===== config.mk =====
export PLATFORM = sky130hd
export DESIGN_NAME = link_train_top
export DESIGN_NICKNAME = d
export VERILOG_FILES = /design/src/logic/link_pkg.sv /design/src/logic/link_live_detector.sv /design/src/logic/autostart_sequencer.sv /design/src/logic/reg_bus_arbiter.sv /design/src/logic/link_ctrl_regs.sv /design/src/logic/link_train_top.sv
export VERILOG_INCLUDE_DIRS = /design/src /design/src/logic
export SDC_FILE = /design/constraint.sdc
export NUM_CORES = 1
export LEC_CHECK = 0
export ABC_AREA = 1
export BUFFER_PORTS_ARGS = -buffer_cell sky130_fd_sc_hd__buf_2
export CAP_MARGIN = 15
export CORE_MARGIN = 5
export CORE_UTILIZATION = 44
export CTS_CLUSTER_SIZE = 28
export DETAILED_ROUTE_END_ITERATION = 10
export PLACE_DENSITY_LB_ADDON = 0.15
export SLEW_MARGIN = 20
export SYNTH_ARGS = -nofsm -noshare
export SYNTH_HDL_FRONTEND = slang
export SYNTH_SLANG_ARGS = --single-unit

===== constraint.sdc =====
create_clock -name sys_clk_i -period 3.15 [get_ports sys_clk_i]
set_clock_uncertainty 0.1 [all_clocks]
set_input_delay 0.1575 -clock sys_clk_i [delete_from_list [all_inputs] [get_ports sys_clk_i]]
set_output_delay 0.1575 -clock sys_clk_i [all_outputs]
set_load 0.03 [all_outputs]

===== src/logic/link_params.svh =====
`ifndef LINK_PARAMS_SVH
`define LINK_PARAMS_SVH

// number of remote digitizer boards, one COUT/DOUT lane pair each
`define NUM_LANES 7

// idle training pattern a board drives on DOUT while its outputs are in training
`define DOUT_TRAIN 8'h6A

// consecutive all-ones COUT cycles before a lane counts as lost
`define COUT_LOSS_COUNT 16

// stand-in for deserializer lock, in sys_clk cycles
`define LOCK_CYCLES 8

// register map
// control, holds the lane enable mask
`define REG_CTRL 2'd0
// live and boot flags, read only
`define REG_STATUS 2'd1
// train_in_req, train_out_rdy and misaligned flags, read only
`define REG_FLAGS 2'd2
// last training event, written by the sequencer
`define REG_EVENT 2'd3

`endif


===== src/logic/link_pkg.sv =====
package link_pkg;

    // one bit per remote board
    typedef logic [6:0] lane_mask_t;

    // raw lane codes
    typedef logic [3:0] cout_code_t;
    typedef logic [7:0] dout_code_t;

    // lane number, fits all seven boards
    typedef logic [2:0] lane_idx_t;

    // register bus fields
    typedef logic [1:0] reg_addr_t;
    typedef logic [31:0] reg_data_t;

    // one register bus transfer, strobes are single cycle
    typedef struct packed {
        logic wr;
        logic rd;
        reg_addr_t addr;
        reg_data_t wdata;
    } bus_req_t;

    // per-lane link state as seen by the detector
    typedef struct packed {
        lane_mask_t boot;
        lane_mask_t train_in_req;
        lane_mask_t train_out_rdy;
        lane_mask_t live;
        lane_mask_t misaligned;
    } link_status_t;

    // autostart sequencer states
    typedef enum logic [1:0] {
        SEQ_IDLE,
        SEQ_LOCK,
        SEQ_LOG,
        SEQ_WAIT_GNT
    } seq_state_t;

endpackage


===== src/logic/link_live_detector.sv =====
`timescale 1ns/1ps
`include "link_params.svh"

// boards come up slower than we do, so every lane starts not booted
// a COUT stuck at all ones means the board lost its clock and reset its outputs
// DOUT dropping to zero after boot asks us to train our inputs to the board
// COUT leaving all ones afterwards says the board's outputs are in training
// once training completes, DOUT must go 0x6A -> 0x00 and anything else is misaligned
module link_live_detector
    import link_pkg::*;
(
    input  logic                             sys_clk_i,
    input  logic                             sys_clk_ok_i,
    // four COUT bits per lane
    input  cout_code_t [`NUM_LANES-1:0]      cout_i,
    // eight DOUT bits per lane
    input  dout_code_t [`NUM_LANES-1:0]      dout_i,
    // from the autostart sequencer
    input  lane_mask_t                       train_complete_i,
    output link_status_t                     status_o,
    // one cycle pulse per lane when the loss counter hits terminal count
    output lane_mask_t                       link_lost_o
);

    // per-lane results gathered on nets, each lane drives only its own bit
    wire lane_mask_t boot_w;
    wire lane_mask_t train_in_req_w;
    wire lane_mask_t train_out_rdy_w;
    wire lane_mask_t live_w;
    wire lane_mask_t misaligned_w;
    wire lane_mask_t lost_w;

    genvar i;
    generate
        for (i = 0; i < `NUM_LANES; i = i + 1) begin : g_lane
            logic       boot_q;
            logic       train_in_req_q;
            logic       train_out_rdy_q;
            logic       live_q;
            logic       misaligned_q;
            logic [4:0] loss_cnt_q;
            logic       cout_high;
            logic       dout_null;
            logic       dout_out_of_train;
            logic       lost;

            assign cout_high = (cout_i[i] == 4'hF);
            assign dout_null = (dout_i[i] == 8'h00);
            // only meaningful once the sequencer says this lane is locked
            assign dout_out_of_train = train_complete_i[i] && (dout_i[i] != `DOUT_TRAIN);
            // terminal count of the loss counter
            assign lost = (loss_cnt_q == 5'(`COUT_LOSS_COUNT));

            always_ff @(posedge sys_clk_i or negedge sys_clk_ok_i) begin
                if (!sys_clk_ok_i) begin
                    loss_cnt_q <= '0;
                end else if ((live_q || !boot_q) && cout_high) begin
                    // keep counting through terminal count while the run lasts
                    loss_cnt_q <= lost ? 5'd1 : loss_cnt_q + 5'd1;
                end else begin
                    // only watch for loss while live, or before the first boot
                    loss_cnt_q <= '0;
                end
            end

            always_ff @(posedge sys_clk_i or negedge sys_clk_ok_i) begin
                if (!sys_clk_ok_i) begin
                    boot_q          <= 1'b0;
                    train_in_req_q  <= 1'b0;
                    train_out_rdy_q <= 1'b0;
                    live_q          <= 1'b0;
                    misaligned_q    <= 1'b0;
                end else begin
                    // once seen, boot stays set; a lost live lane counts as booted again
                    if (lost) begin
                        boot_q <= 1'b1;
                    end

                    if (lost) begin
                        train_in_req_q <= 1'b0;
                    end else if (dout_null && boot_q) begin
                        train_in_req_q <= 1'b1;
                    end

                    if (lost) begin
                        train_out_rdy_q <= 1'b0;
                    end else if (train_in_req_q && !cout_high) begin
                        train_out_rdy_q <= 1'b1;
                    end

                    if (lost) begin
                        live_q <= 1'b0;
                    end else if (dout_out_of_train) begin
                        live_q <= 1'b1;
                    end

                    // sticky until reset, a bad 0x6A exit should never happen
                    if (dout_out_of_train && !dout_null) begin
                        misaligned_q <= 1'b1;
                    end
                end
            end

            assign boot_w[i]          = boot_q;
            assign train_in_req_w[i]  = train_in_req_q;
            assign train_out_rdy_w[i] = train_out_rdy_q;
            assign live_w[i]          = live_q;
            assign misaligned_w[i]    = misaligned_q;
            assign lost_w[i]          = lost;
        end
    endgenerate

    assign status_o = '{
        boot:          boot_w,
        train_in_req:  train_in_req_w,
        train_out_rdy: train_out_rdy_w,
        live:          live_w,
        misaligned:    misaligned_w
    };

    assign link_lost_o = lost_w;

endmodule


===== src/logic/autostart_sequencer.sv =====
`timescale 1ns/1ps
`include "link_params.svh"

// walks the lanes that report train_out_rdy, one at a time, lowest first
// each lane gets a fixed lock interval, then its complete bit, then an event record
module autostart_sequencer
    import link_pkg::*;
(
    input  logic         sys_clk_i,
    input  logic         sys_clk_ok_i,
    input  link_status_t status_i,
    input  lane_mask_t   link_lost_i,
    // software enable, a cleared bit keeps that lane from ever being locked
    input  lane_mask_t   enable_mask_i,
    output lane_mask_t   train_complete_o,
    output bus_req_t     seq_req_o,
    input  logic         seq_gnt_i
);

    localparam int lock_w = $clog2(`LOCK_CYCLES + 1);

    seq_state_t        state_q;
    lane_idx_t         lane_q;
    logic [lock_w-1:0] lock_cnt_q;
    logic [7:0]        evt_cnt_q;
    lane_mask_t        complete_q;

    lane_mask_t        cand;
    logic              pick_valid;
    lane_idx_t         pick_lane;
    logic              lock_done;

    // candidates: ready, enabled and not yet locked
    always_comb begin
        cand       = status_i.train_out_rdy & enable_mask_i & ~complete_q;
        pick_valid = |cand;
        pick_lane  = '0;
        // scan downwards so the lowest set lane wins
        for (int l = `NUM_LANES - 1; l >= 0; l--) begin
            if (cand[l]) begin
                pick_lane = lane_idx_t'(l);
            end
        end
    end

    assign lock_done = (lock_cnt_q == lock_w'(`LOCK_CYCLES - 1));

    always_ff @(posedge sys_clk_i or negedge sys_clk_ok_i) begin
        if (!sys_clk_ok_i) begin
            state_q    <= SEQ_IDLE;
            lane_q     <= '0;
            lock_cnt_q <= '0;
            evt_cnt_q  <= '0;
            complete_q <= '0;
        end else begin
            // a lost lane has to go through training again
            complete_q <= complete_q & ~link_lost_i;
            case (state_q)
                SEQ_IDLE: begin
                    if (pick_valid) begin
                        lane_q     <= pick_lane;
                        lock_cnt_q <= '0;
                        state_q    <= SEQ_LOCK;
                    end
                end
                SEQ_LOCK: begin
                    if (link_lost_i[lane_q]) begin
                        // board dropped out mid-lock, give up on it
                        state_q <= SEQ_IDLE;
                    end else if (lock_done) begin
                        complete_q[lane_q] <= 1'b1;
                        evt_cnt_q          <= evt_cnt_q + 8'd1;
                        state_q            <= SEQ_LOG;
                    end else begin
                        lock_cnt_q <= lock_cnt_q + 1'b1;
                    end
                end
                SEQ_LOG, SEQ_WAIT_GNT: begin
                    // write stays posted until the arbiter lets it through
                    state_q <= seq_gnt_i ? SEQ_IDLE : SEQ_WAIT_GNT;
                end
                default: begin
                    state_q <= SEQ_IDLE;
                end
            endcase
        end
    end

    // event record layout matches REG_EVENT read-back
    always_comb begin
        seq_req_o       = '0;
        seq_req_o.wr    = (state_q == SEQ_LOG) || (state_q == SEQ_WAIT_GNT);
        seq_req_o.addr  = `REG_EVENT;
        seq_req_o.wdata = {16'h0000, evt_cnt_q, 5'b00000, lane_q};
    end

    assign train_complete_o = complete_q;

endmodule


===== src/logic/reg_bus_arbiter.sv =====
`timescale 1ns/1ps

// the host port has no back-pressure, so any host strobe takes the bus
// the sequencer only gets through on cycles the host leaves empty
module reg_bus_arbiter
    import link_pkg::*;
(
    // host side, single cycle strobes
    input  bus_req_t host_req_i,
    // sequencer side, held until granted
    input  bus_req_t seq_req_i,
    output logic     seq_gnt_o,
    // towards the register file
    output bus_req_t bus_req_o
);

    logic host_active;
    logic seq_active;

    // a request only counts when it carries a strobe
    assign host_active = host_req_i.wr || host_req_i.rd;
    assign seq_active  = seq_req_i.wr || seq_req_i.rd;

    always_comb begin
        if (host_active) begin
            bus_req_o = host_req_i;
            seq_gnt_o = 1'b0;
        end else begin
            bus_req_o = seq_req_i;
            // grant in the same cycle the transfer reaches the registers
            seq_gnt_o = seq_active;
        end
    end

endmodule


===== src/logic/link_ctrl_regs.sv =====
`timescale 1ns/1ps
`include "link_params.svh"

// four word register file on the shared bus
// control and event words are stored here, status words come straight from the detector
module link_ctrl_regs
    import link_pkg::*;
(
    input  logic         sys_clk_i,
    input  logic         sys_clk_ok_i,
    input  bus_req_t     bus_req_i,
    input  link_status_t status_i,
    output lane_mask_t   enable_mask_o,
    output reg_data_t    rd_data_o,
    // one cycle after the read strobe
    output logic         rd_valid_o
);

    lane_mask_t enable_q;
    lane_idx_t  evt_lane_q;
    logic [7:0] evt_cnt_q;
    reg_data_t  rd_mux;

    // control state and read handshake
    always_ff @(posedge sys_clk_i or negedge sys_clk_ok_i) begin
        if (!sys_clk_ok_i) begin
            // all lanes enabled out of reset so bring-up runs on its own
            enable_q   <= '1;
            evt_lane_q <= '0;
            evt_cnt_q  <= '0;
            rd_valid_o <= 1'b0;
        end else begin
            rd_valid_o <= bus_req_i.rd;
            if (bus_req_i.wr) begin
                case (bus_req_i.addr)
                    `REG_CTRL: begin
                        enable_q <= bus_req_i.wdata[6:0];
                    end
                    `REG_EVENT: begin
                        evt_lane_q <= bus_req_i.wdata[2:0];
                        evt_cnt_q  <= bus_req_i.wdata[15:8];
                    end
                    // status and flags are read only
                    default: begin
                    end
                endcase
            end
        end
    end

    // read-back layout
    always_comb begin
        case (bus_req_i.addr)
            `REG_CTRL: begin
                rd_mux = {25'h0, enable_q};
            end
            `REG_STATUS: begin
                rd_mux = {17'h0, status_i.boot, 1'b0, status_i.live};
            end
            `REG_FLAGS: begin
                rd_mux = {9'h0, status_i.misaligned, 1'b0,
                          status_i.train_out_rdy, 1'b0, status_i.train_in_req};
            end
            default: begin
                rd_mux = {16'h0, evt_cnt_q, 5'b00000, evt_lane_q};
            end
        endcase
    end

    // capture only on a read strobe, holds until the next read
    always_ff @(posedge sys_clk_i) begin
        if (bus_req_i.rd) begin
            rd_data_o <= rd_mux;
        end
    end

    assign enable_mask_o = enable_q;

endmodule


===== src/logic/link_train_top.sv =====
`timescale 1ns/1ps

// link bring-up for the seven digitizer boards
// detector -> sequencer -> arbiter -> register file, all on sys_clk
module link_train_top
    import link_pkg::*;
(
    input  logic                                   sys_clk_i,
    input  logic                                   sys_clk_ok_i,
    input  cout_code_t [$bits(lane_mask_t)-1:0]    cout_i,
    input  dout_code_t [$bits(lane_mask_t)-1:0]    dout_i,
    // host register port
    input  bus_req_t                               host_req_i,
    output reg_data_t                              rd_data_o,
    output logic                                   rd_valid_o,
    output link_status_t                           status_o
);

    link_status_t status;
    lane_mask_t   link_lost;
    lane_mask_t   train_complete;
    lane_mask_t   enable_mask;
    bus_req_t     seq_req;
    bus_req_t     bus_req;
    logic         seq_gnt;

    link_live_detector u_detector (
        .sys_clk_i       (sys_clk_i),
        .sys_clk_ok_i    (sys_clk_ok_i),
        .cout_i          (cout_i),
        .dout_i          (dout_i),
        .train_complete_i(train_complete),
        .status_o        (status),
        .link_lost_o     (link_lost)
    );

    autostart_sequencer u_sequencer (
        .sys_clk_i       (sys_clk_i),
        .sys_clk_ok_i    (sys_clk_ok_i),
        .status_i        (status),
        .link_lost_i     (link_lost),
        .enable_mask_i   (enable_mask),
        .train_complete_o(train_complete),
        .seq_req_o       (seq_req),
        .seq_gnt_i       (seq_gnt)
    );

    // host first, sequencer takes the idle cycles
    reg_bus_arbiter u_arbiter (
        .host_req_i(host_req_i),
        .seq_req_i (seq_req),
        .seq_gnt_o (seq_gnt),
        .bus_req_o (bus_req)
    );

    link_ctrl_regs u_regs (
        .sys_clk_i    (sys_clk_i),
        .sys_clk_ok_i (sys_clk_ok_i),
        .bus_req_i    (bus_req),
        .status_i     (status),
        .enable_mask_o(enable_mask),
        .rd_data_o    (rd_data_o),
        .rd_valid_o   (rd_valid_o)
    );

    assign status_o = status;

endmodule


## Word-level counts from Yosys, hierarchy flattened

Index checks and enable logic that the tools add are counted.
Widths: inputs -> output; s select.

- RAM bits: 0
- Bits in latches: 0
- Flip-flop bits (word level): 145
- Word-level logic and storage cells: 289
- Memories kept: 0
- Memory bits (read-only): 0

- $add $sub $neg: 9
- Muxes and demuxes: 82
- Multiply operators: 0
- Div/mod/pow operators: 0
- Shift-type cells: 0
- Bitwise logic cells: 7
- Reductions and logical operators: 105
- $lt $le $gt $ge: 2
- Equal/unequal tests: 32

Operators with widths:

| kind | count |
|---|---|
| $mux 5 | 14 |
| $pmux 23 s3 | 1 |
| $logic_not 8->1 | 7 |
| $ne 8x7->1 const B | 7 |
| $mux 1 | 45 |
| $reduce_bool 2->1 | 22 |
| $logic_and 1x1->1 | 36 |
| $mux 36 | 1 |
| $add 5x1->5 const B | 7 |
| $eq 5x5->1 const B | 7 |
| $eq 4x4->1 const B | 7 |
| $and 7x7->7 | 3 |
| $logic_not 1->1 | 21 |
| $mux 3 | 7 |
| $mux 7 | 3 |
| $not 7->7 | 2 |
| $mux 4 | 3 |
| $logic_or 1x1->1 | 9 |
| $add 8x1->8 const B | 1 |
| $eq 2x2->1 const B | 4 |
| $mux 2 | 4 |
| $pmux 4 s2 | 1 |
| $reduce_and 2->1 | 4 |
| $or 7x7->7 | 1 |
| other kinds (17) | 20 |

## Longest topological paths before layout

Gate-level depths: netlist (run 1).

- Depth after elaboration: 9
- Mapped depth: 11

## Cells and area by module

From an unflattened synthesis (run 1), not the netlist that was laid out.

- Cell total of the unflattened synthesis: 1028
- Area, all modules: 7931.4 um^2

By module, submodules not included:

| module | times used | area an instance (um^2) | cells an instance |
|---|---|---|---|
| link_live_detector | 1 | 3854.9 | 476 |
| link_ctrl_regs | 1 | 1896.8 | 196 |
| autostart_sequencer | 1 | 1635.3 | 235 |
| reg_bus_arbiter | 1 | 544.3 | 121 |

## Least setup slack after synthesis (run 1)

OpenSTA, ideal clock, no wires.

- Kind: register -> register
- Start point: register u_detector.g_lane[6].loss_cnt_q[0]
- End point: register u_sequencer.complete_q[0] (netlist: u_sequencer.train_complete_o[0])
- Library setup time: 0.126 ns
- Stages on the path, launching flop included: 11
- Arrival time: 1.351 ns
- Path buffers: 1
- Slack: 1.573 ns
- Data required time: 2.924 ns
- Path through: dfrtp_1 inv_1 ha_1 nand2_1 nor2_1 nand2_1 nand2_1 nor2_4 nand3_4 buf_6 o22ai_2

- Word-level cells in the longest chain between the ends: 5

RTL lines:

| what | line | RTL |
|---|---|---|
| start, declared | link_live_detector.sv:41 | `logic [4:0] loss_cnt_q;` |
| start signal, assigned | link_live_detector.sv:59 | `loss_cnt_q <= lost ? 5'd1 : loss_cnt_q + 5'd1;` |
| $eq 5x5->1 | link_live_detector.sv:52 | `` assign lost = (loss_cnt_q == 5'(`COUT_LOSS_COUNT)); `` |
| $bmux 1 s3 | autostart_sequencer.sv:67 | `if (link_lost_i[lane_q]) begin` |
| $mux 1 (not written as such) | autostart_sequencer.sv:67 |  |
| $mux 7 | autostart_sequencer.sv:67 |  |
| $mux 7 | autostart_sequencer.sv:58 | `case (state_q)` |
| end signal, assigned | autostart_sequencer.sv:57 | `complete_q <= complete_q & ~link_lost_i;` |
| end, declared | autostart_sequencer.sv:26 | `lane_mask_t complete_q;` |

Every way passes these cells. The select of a mux whose other input is x is not followed.
A chain may end at the register's enable or synchronous reset.

## Worst setup path after layout (run 1)

- Start point: input dout_i[44] (netlist bit)
- End point: register u_detector.g_lane[5].misaligned_q

- Word-level cells in the longest chain between the ends: 3

RTL lines:

| what | line | RTL |
|---|---|---|
| start, declared | link_train_top.sv:11 | `input dout_code_t [$bits(lane_mask_t)-1:0] dout_i,` |
| $ne 8x7->1 (no line) / $logic_not 8->1 (equally long branches) | -- |  |
| $logic_and 1x1->1 / $logic_not 1->1 (equally long branches) | link_live_detector.sv:50, link_live_detector.sv:98 |  |
| $logic_and 1x1->1 * | link_live_detector.sv:98 | `if (dout_out_of_train && !dout_null) begin` |
| end signal, assigned | link_live_detector.sv:72 | `misaligned_q <= 1'b0;` |
| end signal, assigned | link_live_detector.sv:99 | `misaligned_q <= 1'b1;` |
| end, declared | link_live_detector.sv:40 | `logic misaligned_q;` |

Every way passes the cells marked *; elsewhere a longest branch is shown, timed or not.

==> results of run 1 <==
## final timing paths
kind	from	end	slack [ns]	cells past startpoint
worst max register to register	u_detector.g_lane[6].loss_cnt_q[0]$_DFF_PN0_	u_sequencer.evt_cnt_q[5]$_DFFE_PN0P_	1.08	11
worst max-delay path	dout_i[44]	u_detector.g_lane[5].misaligned_q$_DFFE_PN0P_	1.08	8
worst min-delay path	dout_i[55]	u_detector.g_lane[6].live_q$_DFFE_PN0P_	0.005	5
min in group asynchronous	sys_clk_ok_i	u_detector.g_lane[2].loss_cnt_q[4]$_DFF_PN0_	0.24	2
max in group asynchronous	sys_clk_ok_i	u_regs.enable_mask_o[5]$_DFFE_PN1P_	1.92	3
worst min register to register	u_detector.g_lane[0].misaligned_q$_DFFE_PN0P_	u_detector.g_lane[0].misaligned_q$_DFFE_PN0P_	0.38	2
## repair_timing
item                                    4_1_cts  5_1_grt
endpoints found under the setup margin        0        0
endpoints found under the hold margin        68        0
hold buffers                                 26        0
## critical path: stages
cell and delay (ns):
sky130_fd_sc_hd__dlygate4sd3_1 0.53, sky130_fd_sc_hd__buf_2 0.12, sky130_fd_sc_hd__nor2_1 0.12, sky130_fd_sc_hd__dlygate4sd3_1 0.57
sky130_fd_sc_hd__nand4_1 0.10, sky130_fd_sc_hd__dlygate4sd3_1 0.58, sky130_fd_sc_hd__nand2_1 0.07, sky130_fd_sc_hd__nand2_1 0.04
## power groups by stage
stage | Clock [mW] | Combinational, mW | Sequential (mW)
6_report | 2.15 | 0.970 | 2.16
5_1_grt | 2.27 | 1.11 | 2.19
4_1_cts | 2.19 | 0.979 | 2.16
3_5_place_dp | 0 | 0.953 | 2.19
3_3_place_gp | 0 | 0.946 | 2.19
2_1_floorplan | 0 | 0.632 | 2.21
## cells by family after synthesis
kind of cell    Yosys count  share of synthesized area (%)
compound gates           92                           8.41
other cells               1                         0.0548
flops                   135                           51.1
mux                       3                          0.493
buf+inv                 174                           12.3
fa+ha+maj                16                           2.92
simple gates            333                           21.3
xor+xnor                 27                           3.45
## flip-flops by register name (all words and copies together) (netlist names), 8 cells and up
register,flops
u_regs.evt_cnt_q,8
u_detector.g_lane.loss_cnt_q,35
u_regs.rd_data_o,22
u_sequencer.evt_cnt_q,8
## metal layers
metal  share of wire, %  track usage (%)  vias up
li1                   -                -     2786
met1                 45             25.3     2560
met2                 47             29.2      165
met3                6.6             4.47       14
met4                1.2             5.83        0
met5                  0                0        -
## per-stage QoR
stage          setup slack [ns]  power, mW
5_1_grt                   0.926       5.56
6_report                   1.08       5.28
3_3_place_gp              0.967       3.13
3_5_place_dp              0.935       3.14
4_1_cts                    1.09       5.33
2_1_floorplan              1.57       2.84
## layout make-up
class	instances	share of cell area (%)
tap	211	3.10
multi-input combinational	481	29.8
clock inverter	11	1.98
inverter	121	5.33
timing repair buffer	192	13.1
clock buffer	21	5.64
sequential	135	41.0
## layout by cell type, fill, tap and decap left out, drive strengths merged
master         n
ha            16
nor3           4
buf          166
dfrtp        106
and3b          1
xor2          16
dfstp          7
a21oi         34
o211ai         3
mux2           3
xnor2         11
clkinvlp       3
inv          122
clkbuf        21
o22ai          7
o2111ai        1
a31o           1
nor2          98
or2            1
and2           5
edfxtp        22
conb          10
o21a           2
clkinv         3
dlygate4sd3   26
a31oi          7
nand4         12
o21ai         26
nor4           9
o31ai          1
bufinv         4
nand2        169
o221ai        10
nand3         34
==> impl_results.html, run 1 <==
<table>
<tr><th>Metric</th><th>Value</th></tr>
<tr><th colspan="2">Power and ir drop</th></tr>
<tr><td>Power share of the sequential group</td><td>40.9%</td></tr>
<tr><td>Net switching share of the total power</td><td>28.6%</td></tr>
<tr><td>Worst IR Drop VDD</td><td>0.412 mV</td></tr>
<tr><td>Net switching power figure</td><td>1.51 mW</td></tr>
<tr><td>Total leakage power</td><td>4.14 nW</td></tr>
<tr><td>PD cells</td><td>619 mW/mm^2</td></tr>
<tr><td>Part of the power in combinational logic</td><td>18.4%</td></tr>
<tr><td>Clock share of power</td><td>40.7%</td></tr>
<tr><td>Cell-internal power</td><td>3.77 mW</td></tr>
<tr><th colspan="2">Floorplanning</th></tr>
<tr><td>Starting Density</td><td>44.9%</td></tr>
<tr><td>Die area</td><td>0.0182 sq mm</td></tr>
<tr><td>Core outline area</td><td>0.0153 sq mm</td></tr>
<tr><td>Vertical extent of the die</td><td>135 um</td></tr>
<tr><td>I/O pin count</td><td>190</td></tr>
<tr><td>Cell row count</td><td>45</td></tr>
<tr><td>X dimension of the die</td><td>135 um</td></tr>
<tr><th colspan="2">Clocking</th></tr>
<tr><td>CTS tree</td><td>yes</td></tr>
<tr><td>H-tree lvl count</td><td>4</td></tr>
<tr><td>Number of gates resized after cts</td><td>0</td></tr>
<tr><td>Insertion delay of the later-clocked pin in the worst-skew pair</td><td>0.42 ns</td></tr>
<tr><td>Setup fix buffers added after clock tree synthesis</td><td>0</td></tr>
<tr><td>Count of clock tree sinks</td><td>135</td></tr>
<tr><td>Maximum count of clock buffers along a single path</td><td>2</td></tr>
<tr><td>CTS Root Buffer Type</td><td>sky130_fd_sc_hd__clkbuf_16</td></tr>
<tr><td>Number of CTS-inserted buffers</td><td>17</td></tr>
<tr><td>Clock transition at the register clock pins on the worst setup and hold paths after CTS</td><td>0.06 ns</td></tr>
<tr><th colspan="2">GRT</th></tr>
<tr><td>Wire length of the first global-routing pass</td><td>26700 um</td></tr>
<tr><td>GRT Total Usage</td><td>18.5%</td></tr>
<tr><td>Pin count of the biggest net entering global routing</td><td>61</td></tr>
<tr><td>Initial antenna violation count</td><td>0</td></tr>
<tr><td>Vias in the first global route</td><td>5418</td></tr>
<tr><td>Residual overflow from global routing</td><td>0</td></tr>
<tr><th colspan="2">Worst setup path</th></tr>
<tr><td>Startpoint type of the worst setup path</td><td>primary input</td></tr>
<tr><td>Largest fanout on the critical path</td><td>2</td></tr>
<tr><td>Endpoint type of the worst setup path</td><td>flop</td></tr>
<tr><td>Crit path arrival time</td><td>2.28 ns</td></tr>
<tr><td>Critical path data required time</td><td>3.36 ns</td></tr>
<tr><td>Critical setup path kind</td><td>primary input to flop</td></tr>
<tr><th colspan="2">Timing</th></tr>
<tr><td>Maximum frequency from static timing analysis</td><td>483 MHz</td></tr>
<tr><td>Setup TNS</td><td>0 ns</td></tr>
<tr><td>Actual slew at the worst max-slew pin</td><td>0.734 ns</td></tr>
<tr><td>Worst Hold Slack</td><td>0.00510 ns</td></tr>
<tr><td>Unrepaired setup endpoints after global routing</td><td>false</td></tr>
<tr><td>Headroom to the max-slew limit</td><td>51.1%</td></tr>
<tr><td>Number of hold violations in the final report</td><td>0</td></tr>
<tr><td>Min Clock Period, post-route</td><td>2.07 ns</td></tr>
<tr><td>Share of the clock period used by the worst path</td><td>65.8%</td></tr>
<tr><td>Number of pins exceeding their max-slew limit in the final report</td><td>0</td></tr>
<tr><td>Final setup violation count</td><td>0</td></tr>
<tr><th colspan="2">Place</th></tr>
<tr><td>Post-place instance area</td><td>0.00761 sq mm</td></tr>
<tr><td>Cell count after placement</td><td>1114</td></tr>
<tr><td>Placed wire-length estimate after detailed placement</td><td>12100 um</td></tr>
<tr><td>RD Place Congestion</td><td>0.846</td></tr>
<tr><td>IO Port Bufs</td><td>162</td></tr>
<tr><th colspan="2">Synthesis</th></tr>
<tr><td>Number of enable flip-flop cells after synthesis</td><td>22</td></tr>
<tr><td>Dominant synthesized flop cell</td><td>sky130_fd_sc_hd__dfrtp_1</td></tr>
<tr><td>Mapped Cells</td><td>781</td></tr>
<tr><td>Cells taking the most area after synthesis</td><td>sky130_fd_sc_hd__dfrtp_1, sky130_fd_sc_hd__edfxtp_1, sky130_fd_sc_hd__nand2_1</td></tr>
<tr><td>Asr flop ratio synth</td><td>83.7%</td></tr>
<tr><td>Share of synthesized area occupied by flip-flops and latches</td><td>51.1%</td></tr>
<tr><td>Top cells by count, synth</td><td>sky130_fd_sc_hd__nand2_1, sky130_fd_sc_hd__dfrtp_1, sky130_fd_sc_hd__inv_1</td></tr>
<tr><td>Mapped Avg Cell Area</td><td>8.76 sq um</td></tr>
<tr><td>Synthesis Warnings</td><td>0</td></tr>
<tr><td>Count of cell types in the netlist</td><td>38</td></tr>
<tr><td>Count leader, synth</td><td>sky130_fd_sc_hd__nand2_1</td></tr>
<tr><td>Synthesized flop and latch total</td><td>135</td></tr>
<tr><td>Total standard cell area after synthesis</td><td>0.00685 sq mm</td></tr>
<tr><td>Leading area contributor after synthesis</td><td>sky130_fd_sc_hd__dfrtp_1</td></tr>
<tr><td>Area share of the leading cell type in the synthesized netlist</td><td>38.7%</td></tr>
<tr><th colspan="2">Drt</th></tr>
<tr><td>Post-route DRC</td><td>0</td></tr>
<tr><td>Per-cell via count in the routed design</td><td>4.71</td></tr>
<tr><td>Drt pass-1 iters</td><td>5</td></tr>
<tr><td>Final ANT Viol Nets</td><td>0</td></tr>
<tr><td>Final WL</td><td>16400 um</td></tr>
<tr><td>Post-DR wirelength/cell</td><td>14.0 um</td></tr>
<tr><td>Number of DRC markers in iteration 0</td><td>306</td></tr>
<tr><td>Total via count in the routed design</td><td>5525</td></tr>
<tr><th colspan="2">Layout</th></tr>
<tr><td>Synthesis-to-layout area growth</td><td>24.5%</td></tr>
<tr><td>Final instance area</td><td>0.00852 sq mm</td></tr>
<tr><td># nets final</td><td>1086</td></tr>
<tr><td>Share of cells above drive strength 1</td><td>25.3%</td></tr>
<tr><td>Post-layout utilization of the core</td><td>55.9%</td></tr>
<tr><td>Sequential cell area</td><td>0.00350 sq mm</td></tr>
<tr><td># fillers</td><td>1397</td></tr>
<tr><td>Multi-input combinational cell area</td><td>0.00254 sq mm</td></tr>
<tr><td>Antenna cells</td><td>0</td></tr>
<tr><td>Layout Cells excl Fill</td><td>1172</td></tr>
<tr><th colspan="2">Run</th></tr>
<tr><td>Max capacitance violation total</td><td>0</td></tr>
<tr><th colspan="2">Worst hold path</th></tr>
<tr><td>Worst min path class</td><td>primary input to flop</td></tr>
<tr><th colspan="2">Status</th></tr>
<tr><td>Result of the run</td><td>complete, no violations</td></tr>
</table>
(Power assumes the default switching activity.)
==> inputs of run 2 (changes only) <==
- clock period: 3.15 -> 1.7 ns (I/O delays scaled with it)
==> impl_results.html, run 2 (synthesis results as in run 1) <==
<table>
<tr><th>Metric</th><th>Value</th></tr>
<tr><th colspan="2">Layout</th></tr>
<tr><td>Registers with the most flip-flops</td><td>u_detector.g_lane.loss_cnt_q x35, u_regs.rd_data_o x22</td></tr>
<tr><td>Antenna cells</td><td>0 (unchanged)</td></tr>
<tr><td># nets final</td><td>1177 (+8.4%)</td></tr>
<tr><td>Synthesis-to-layout area growth</td><td>37.2%</td></tr>
<tr><td>Commonest non-fill, non-tap cell in the layout</td><td>sky130_fd_sc_hd__buf_2</td></tr>
<tr><td>Max FFs per register</td><td>35 (unchanged)</td></tr>
<tr><td>Layout Cells excl Fill</td><td>1263 (+7.8%)</td></tr>
<tr><td>Share of cells above drive strength 1</td><td>30.7% (+5.4 points)</td></tr>
<tr><td>Most flops, register</td><td>u_detector.g_lane.loss_cnt_q</td></tr>
<tr><td># fillers</td><td>1323 (-5.3%)</td></tr>
<tr><td>Most frequent cells in the layout</td><td>sky130_fd_sc_hd__buf_2, sky130_fd_sc_hd__nand2_1, sky130_fd_sc_hd__inv_1</td></tr>
<tr><th colspan="2">Clocking</th></tr>
<tr><td>CTS tree</td><td>yes</td></tr>
<tr><td>Count of clock tree sinks</td><td>135 (unchanged)</td></tr>
<tr><td>Maximum count of clock buffers along a single path</td><td>2 (unchanged)</td></tr>
<tr><td>Number of CTS-inserted buffers</td><td>17 (unchanged)</td></tr>
<tr><td>Clock transition at the register clock pins on the worst setup and hold paths after CTS</td><td>0.06 ns (about the same)</td></tr>
<tr><td>Insertion delay of the later-clocked pin in the worst-skew pair</td><td>0.42 ns (about the same)</td></tr>
<tr><td>H-tree lvl count</td><td>4 (unchanged)</td></tr>
<tr><td>CTS Root Buffer Type</td><td>sky130_fd_sc_hd__clkbuf_16</td></tr>
<tr><th colspan="2">Timing</th></tr>
<tr><td>Final setup violation count</td><td>0 (unchanged)</td></tr>
<tr><td>Setup TNS</td><td>0 ns (unchanged)</td></tr>
<tr><td>Min Clock Period, post-route</td><td>1.66 ns</td></tr>
<tr><td>Share of the clock period used by the worst path</td><td>97.4%</td></tr>
<tr><td>Worst Hold Slack</td><td>0.0120 ns (+0.00687 ns)</td></tr>
<tr><td>Slack of the critical path</td><td>0.0438 ns (-1.03 ns)</td></tr>
<tr><td>Number of pins exceeding their max-slew limit in the final report</td><td>0 (unchanged)</td></tr>
<tr><td>Maximum frequency from static timing analysis</td><td>604 MHz</td></tr>
<tr><td>Number of hold violations in the final report</td><td>0 (unchanged)</td></tr>
<tr><th colspan="2">Power and ir drop</th></tr>
<tr><td>Worst IR Drop VDD</td><td>0.844 mV (+100%)</td></tr>
<tr><td>Power share of the sequential group</td><td>42.6% (+1.7 points)</td></tr>
<tr><td>Clock share of power</td><td>35.4% (-5.3 points)</td></tr>
<tr><td>PD cells</td><td>1000 mW/mm^2 (+62%)</td></tr>
<tr><td>Cell-internal power</td><td>6.63 mW (+76%)</td></tr>
<tr><td>Net switching share of the total power</td><td>29.7% (+1.2 points)</td></tr>
<tr><td>Total leakage power</td><td>4.56 nW (+10%)</td></tr>
<tr><td>Total power consumption of the routed design</td><td>9.44 mW (+79%)</td></tr>
<tr><td>Part of the power in combinational logic</td><td>22.0% (+3.6 points)</td></tr>
<tr><td>Net switching power figure</td><td>2.81 mW (+86%)</td></tr>
<tr><th colspan="2">Worst setup path</th></tr>
<tr><td>Crit path arrival time</td><td>1.86 ns (-0.42 ns)</td></tr>
<tr><td>Largest fanout on the critical path</td><td>6 (+4)</td></tr>
<tr><td>Critical setup path kind</td><td>flop to flop</td></tr>
<tr><td>Endpoint type of the worst setup path</td><td>flop</td></tr>
<tr><td>Critical path data required time</td><td>1.90 ns (-1.46 ns)</td></tr>
<tr><td>Startpoint type of the worst setup path</td><td>flop</td></tr>
<tr><th colspan="2">GRT</th></tr>
<tr><td>Residual overflow from global routing</td><td>0 (unchanged)</td></tr>
<tr><td>Initial antenna violation count</td><td>0 (unchanged)</td></tr>
<tr><td>GRT Total Usage</td><td>20.2% (+1.7 points)</td></tr>
<tr><td>Pin count of the biggest net entering global routing</td><td>43 (-30%)</td></tr>
<tr><td>Vias in the first global route</td><td>5806 (+7.2%)</td></tr>
<tr><td>Wire length of the first global-routing pass</td><td>28800 um (+8.2%)</td></tr>
<tr><th colspan="2">Drt</th></tr>
<tr><td>Wire length on met1</td><td>8040 um (+8.2%)</td></tr>
<tr><td>Per-cell via count in the routed design</td><td>4.72 (+0.18%)</td></tr>
<tr><td>Number of DRC markers in iteration 0</td><td>389 (+27%)</td></tr>
<tr><td>Detail Route met2 WL</td><td>8880 um (+16%)</td></tr>
<tr><td>Top layer in use</td><td>met4</td></tr>
<tr><td>Total via count in the routed design</td><td>5965 (+8.0%)</td></tr>
<tr><td>Post-route DRC</td><td>0 (unchanged)</td></tr>
<tr><td>Post-DR wirelength/cell</td><td>14.4 um (+3.1%)</td></tr>
<tr><td>Met3 wire length</td><td>1020 um (-6.1%)</td></tr>
<tr><td>Final ANT Viol Nets</td><td>0 (unchanged)</td></tr>
<tr><td>Drt pass-1 iters</td><td>5 (unchanged)</td></tr>
<tr><td>Final WL</td><td>18200 um (+11%)</td></tr>
<tr><th colspan="2">Place</th></tr>
<tr><td>Pre-CTS setup slack</td><td>0.0155 ns (-0.920 ns)</td></tr>
<tr><td>Cell count after placement</td><td>1156 (+3.8%)</td></tr>
<tr><td>IO Port Bufs</td><td>162 (unchanged)</td></tr>
<tr><td>RD Place Congestion</td><td>0.862 (+1.8%)</td></tr>
<tr><td>Placed wire-length estimate after detailed placement</td><td>12800 um (+6.4%)</td></tr>
<tr><th colspan="2">Floorplanning</th></tr>
<tr><td>Vertical extent of the die</td><td>135 um (unchanged)</td></tr>
<tr><td>Core outline area</td><td>0.0153 sq mm (unchanged)</td></tr>
<tr><td>I/O pin count</td><td>190 (unchanged)</td></tr>
<tr><td>Starting Density</td><td>44.9% (unchanged)</td></tr>
<tr><td>Die area</td><td>0.0182 sq mm (unchanged)</td></tr>
<tr><td>Cell row count</td><td>45 (unchanged)</td></tr>
<tr><td>X dimension of the die</td><td>135 um (unchanged)</td></tr>
<tr><th colspan="2">Status</th></tr>
<tr><td>Result of the run</td><td>complete, no violations</td></tr>
<tr><th colspan="2">Run</th></tr>
<tr><td>Max capacitance violation total</td><td>0 (unchanged)</td></tr>
<tr><th colspan="2">Worst hold path</th></tr>
<tr><td>Worst min path class</td><td>primary input to flop</td></tr>
</table>
## run 2: per-layer routing
metal	global-route usage, %	up-vias
met1	26.6	2803
met4	5.60	0
li1	-	2972
met3	4.73	19
met5	0	-
met2	33.5	171
## run 2: worst max-delay path, cell delays in order (launching register included)
cell and delay, ns:
sky130_fd_sc_hd__dfrtp_1 0.36, sky130_fd_sc_hd__inv_1 0.07, sky130_fd_sc_hd__ha_4 0.15, sky130_fd_sc_hd__nand2_2 0.07
sky130_fd_sc_hd__nor2_4 0.04, sky130_fd_sc_hd__nand2_2 0.06, sky130_fd_sc_hd__nand2_2 0.07, sky130_fd_sc_hd__nor2_4 0.18
sky130_fd_sc_hd__nand3_4 0.15, sky130_fd_sc_hd__buf_6 0.17, sky130_fd_sc_hd__nand2_1 0.05, sky130_fd_sc_hd__o21ai_1 0.05
## run 2: area by class of cell
class,count,area [sq um],share of cell area [%]
clock inverter,4,20.0,0.213
tap,211,264,2.81
clock buffer,28,517,5.50
timing repair buffer,283,1950,20.8
sequential,135,3500,37.3
multi-input combinational,481,2680,28.5
inverter,121,457,4.86
## run 2: timing repair
item / 4_1_cts / 5_1_grt
endpoints found under the hold margin: 177 / 0
pin swaps: 0 / 21
setup endpoints to repair: 1 / 38
buffers inserted: 0 / 5
hold buffers: 72 / 0
gates resized for setup: 0 / 48
## run 2: power by group through the flow
stage | clock, mW | combinational (mW) | sequential [mW]
2_1_floorplan | 0 | 1.17 | 4.09
3_3_place_gp | 0 | 1.85 | 4.04
3_5_place_dp | 0 | 1.87 | 4.05
4_1_cts | 3.40 | 2.01 | 4.00
5_1_grt | 3.57 | 2.31 | 4.07
6_report | 3.34 | 2.08 | 4.02
## run 2: path summary, 6_finish.rpt
check / from / end / slack (ns) / depth (start not counted)
worst max-delay path: u_detector.g_lane[4].loss_cnt_q[0]$_DFF_PN0_ / u_sequencer.evt_cnt_q[2]$_DFFE_PN0P_ / 0.04 / 11
worst min-delay path: dout_i[6] / u_detector.g_lane[0].live_q$_DFFE_PN0P_ / 0.01 / 6
worst max register to register: u_detector.g_lane[4].loss_cnt_q[0]$_DFF_PN0_ / u_sequencer.evt_cnt_q[2]$_DFFE_PN0P_ / 0.04 / 11
worst min register to register: u_detector.g_lane[5].misaligned_q$_DFFE_PN0P_ / u_detector.g_lane[5].misaligned_q$_DFFE_PN0P_ / 0.38 / 2
max in group asynchronous: sys_clk_ok_i / u_regs.enable_mask_o[6]$_DFFE_PN1P_ / 0.89 / 3
min in group asynchronous: sys_clk_ok_i / u_detector.g_lane[2].loss_cnt_q[3]$_DFF_PN0_ / 0.02 / 2
## run 2: stage by stage
stage	util, %	area (sq um)
2_1_floorplan	-	6880
3_3_place_gp	52.2	7970
3_5_place_dp	52.2	7970
4_1_cts	60.4	9220
5_1_grt	61.6	9390
6_report	61.6	9390
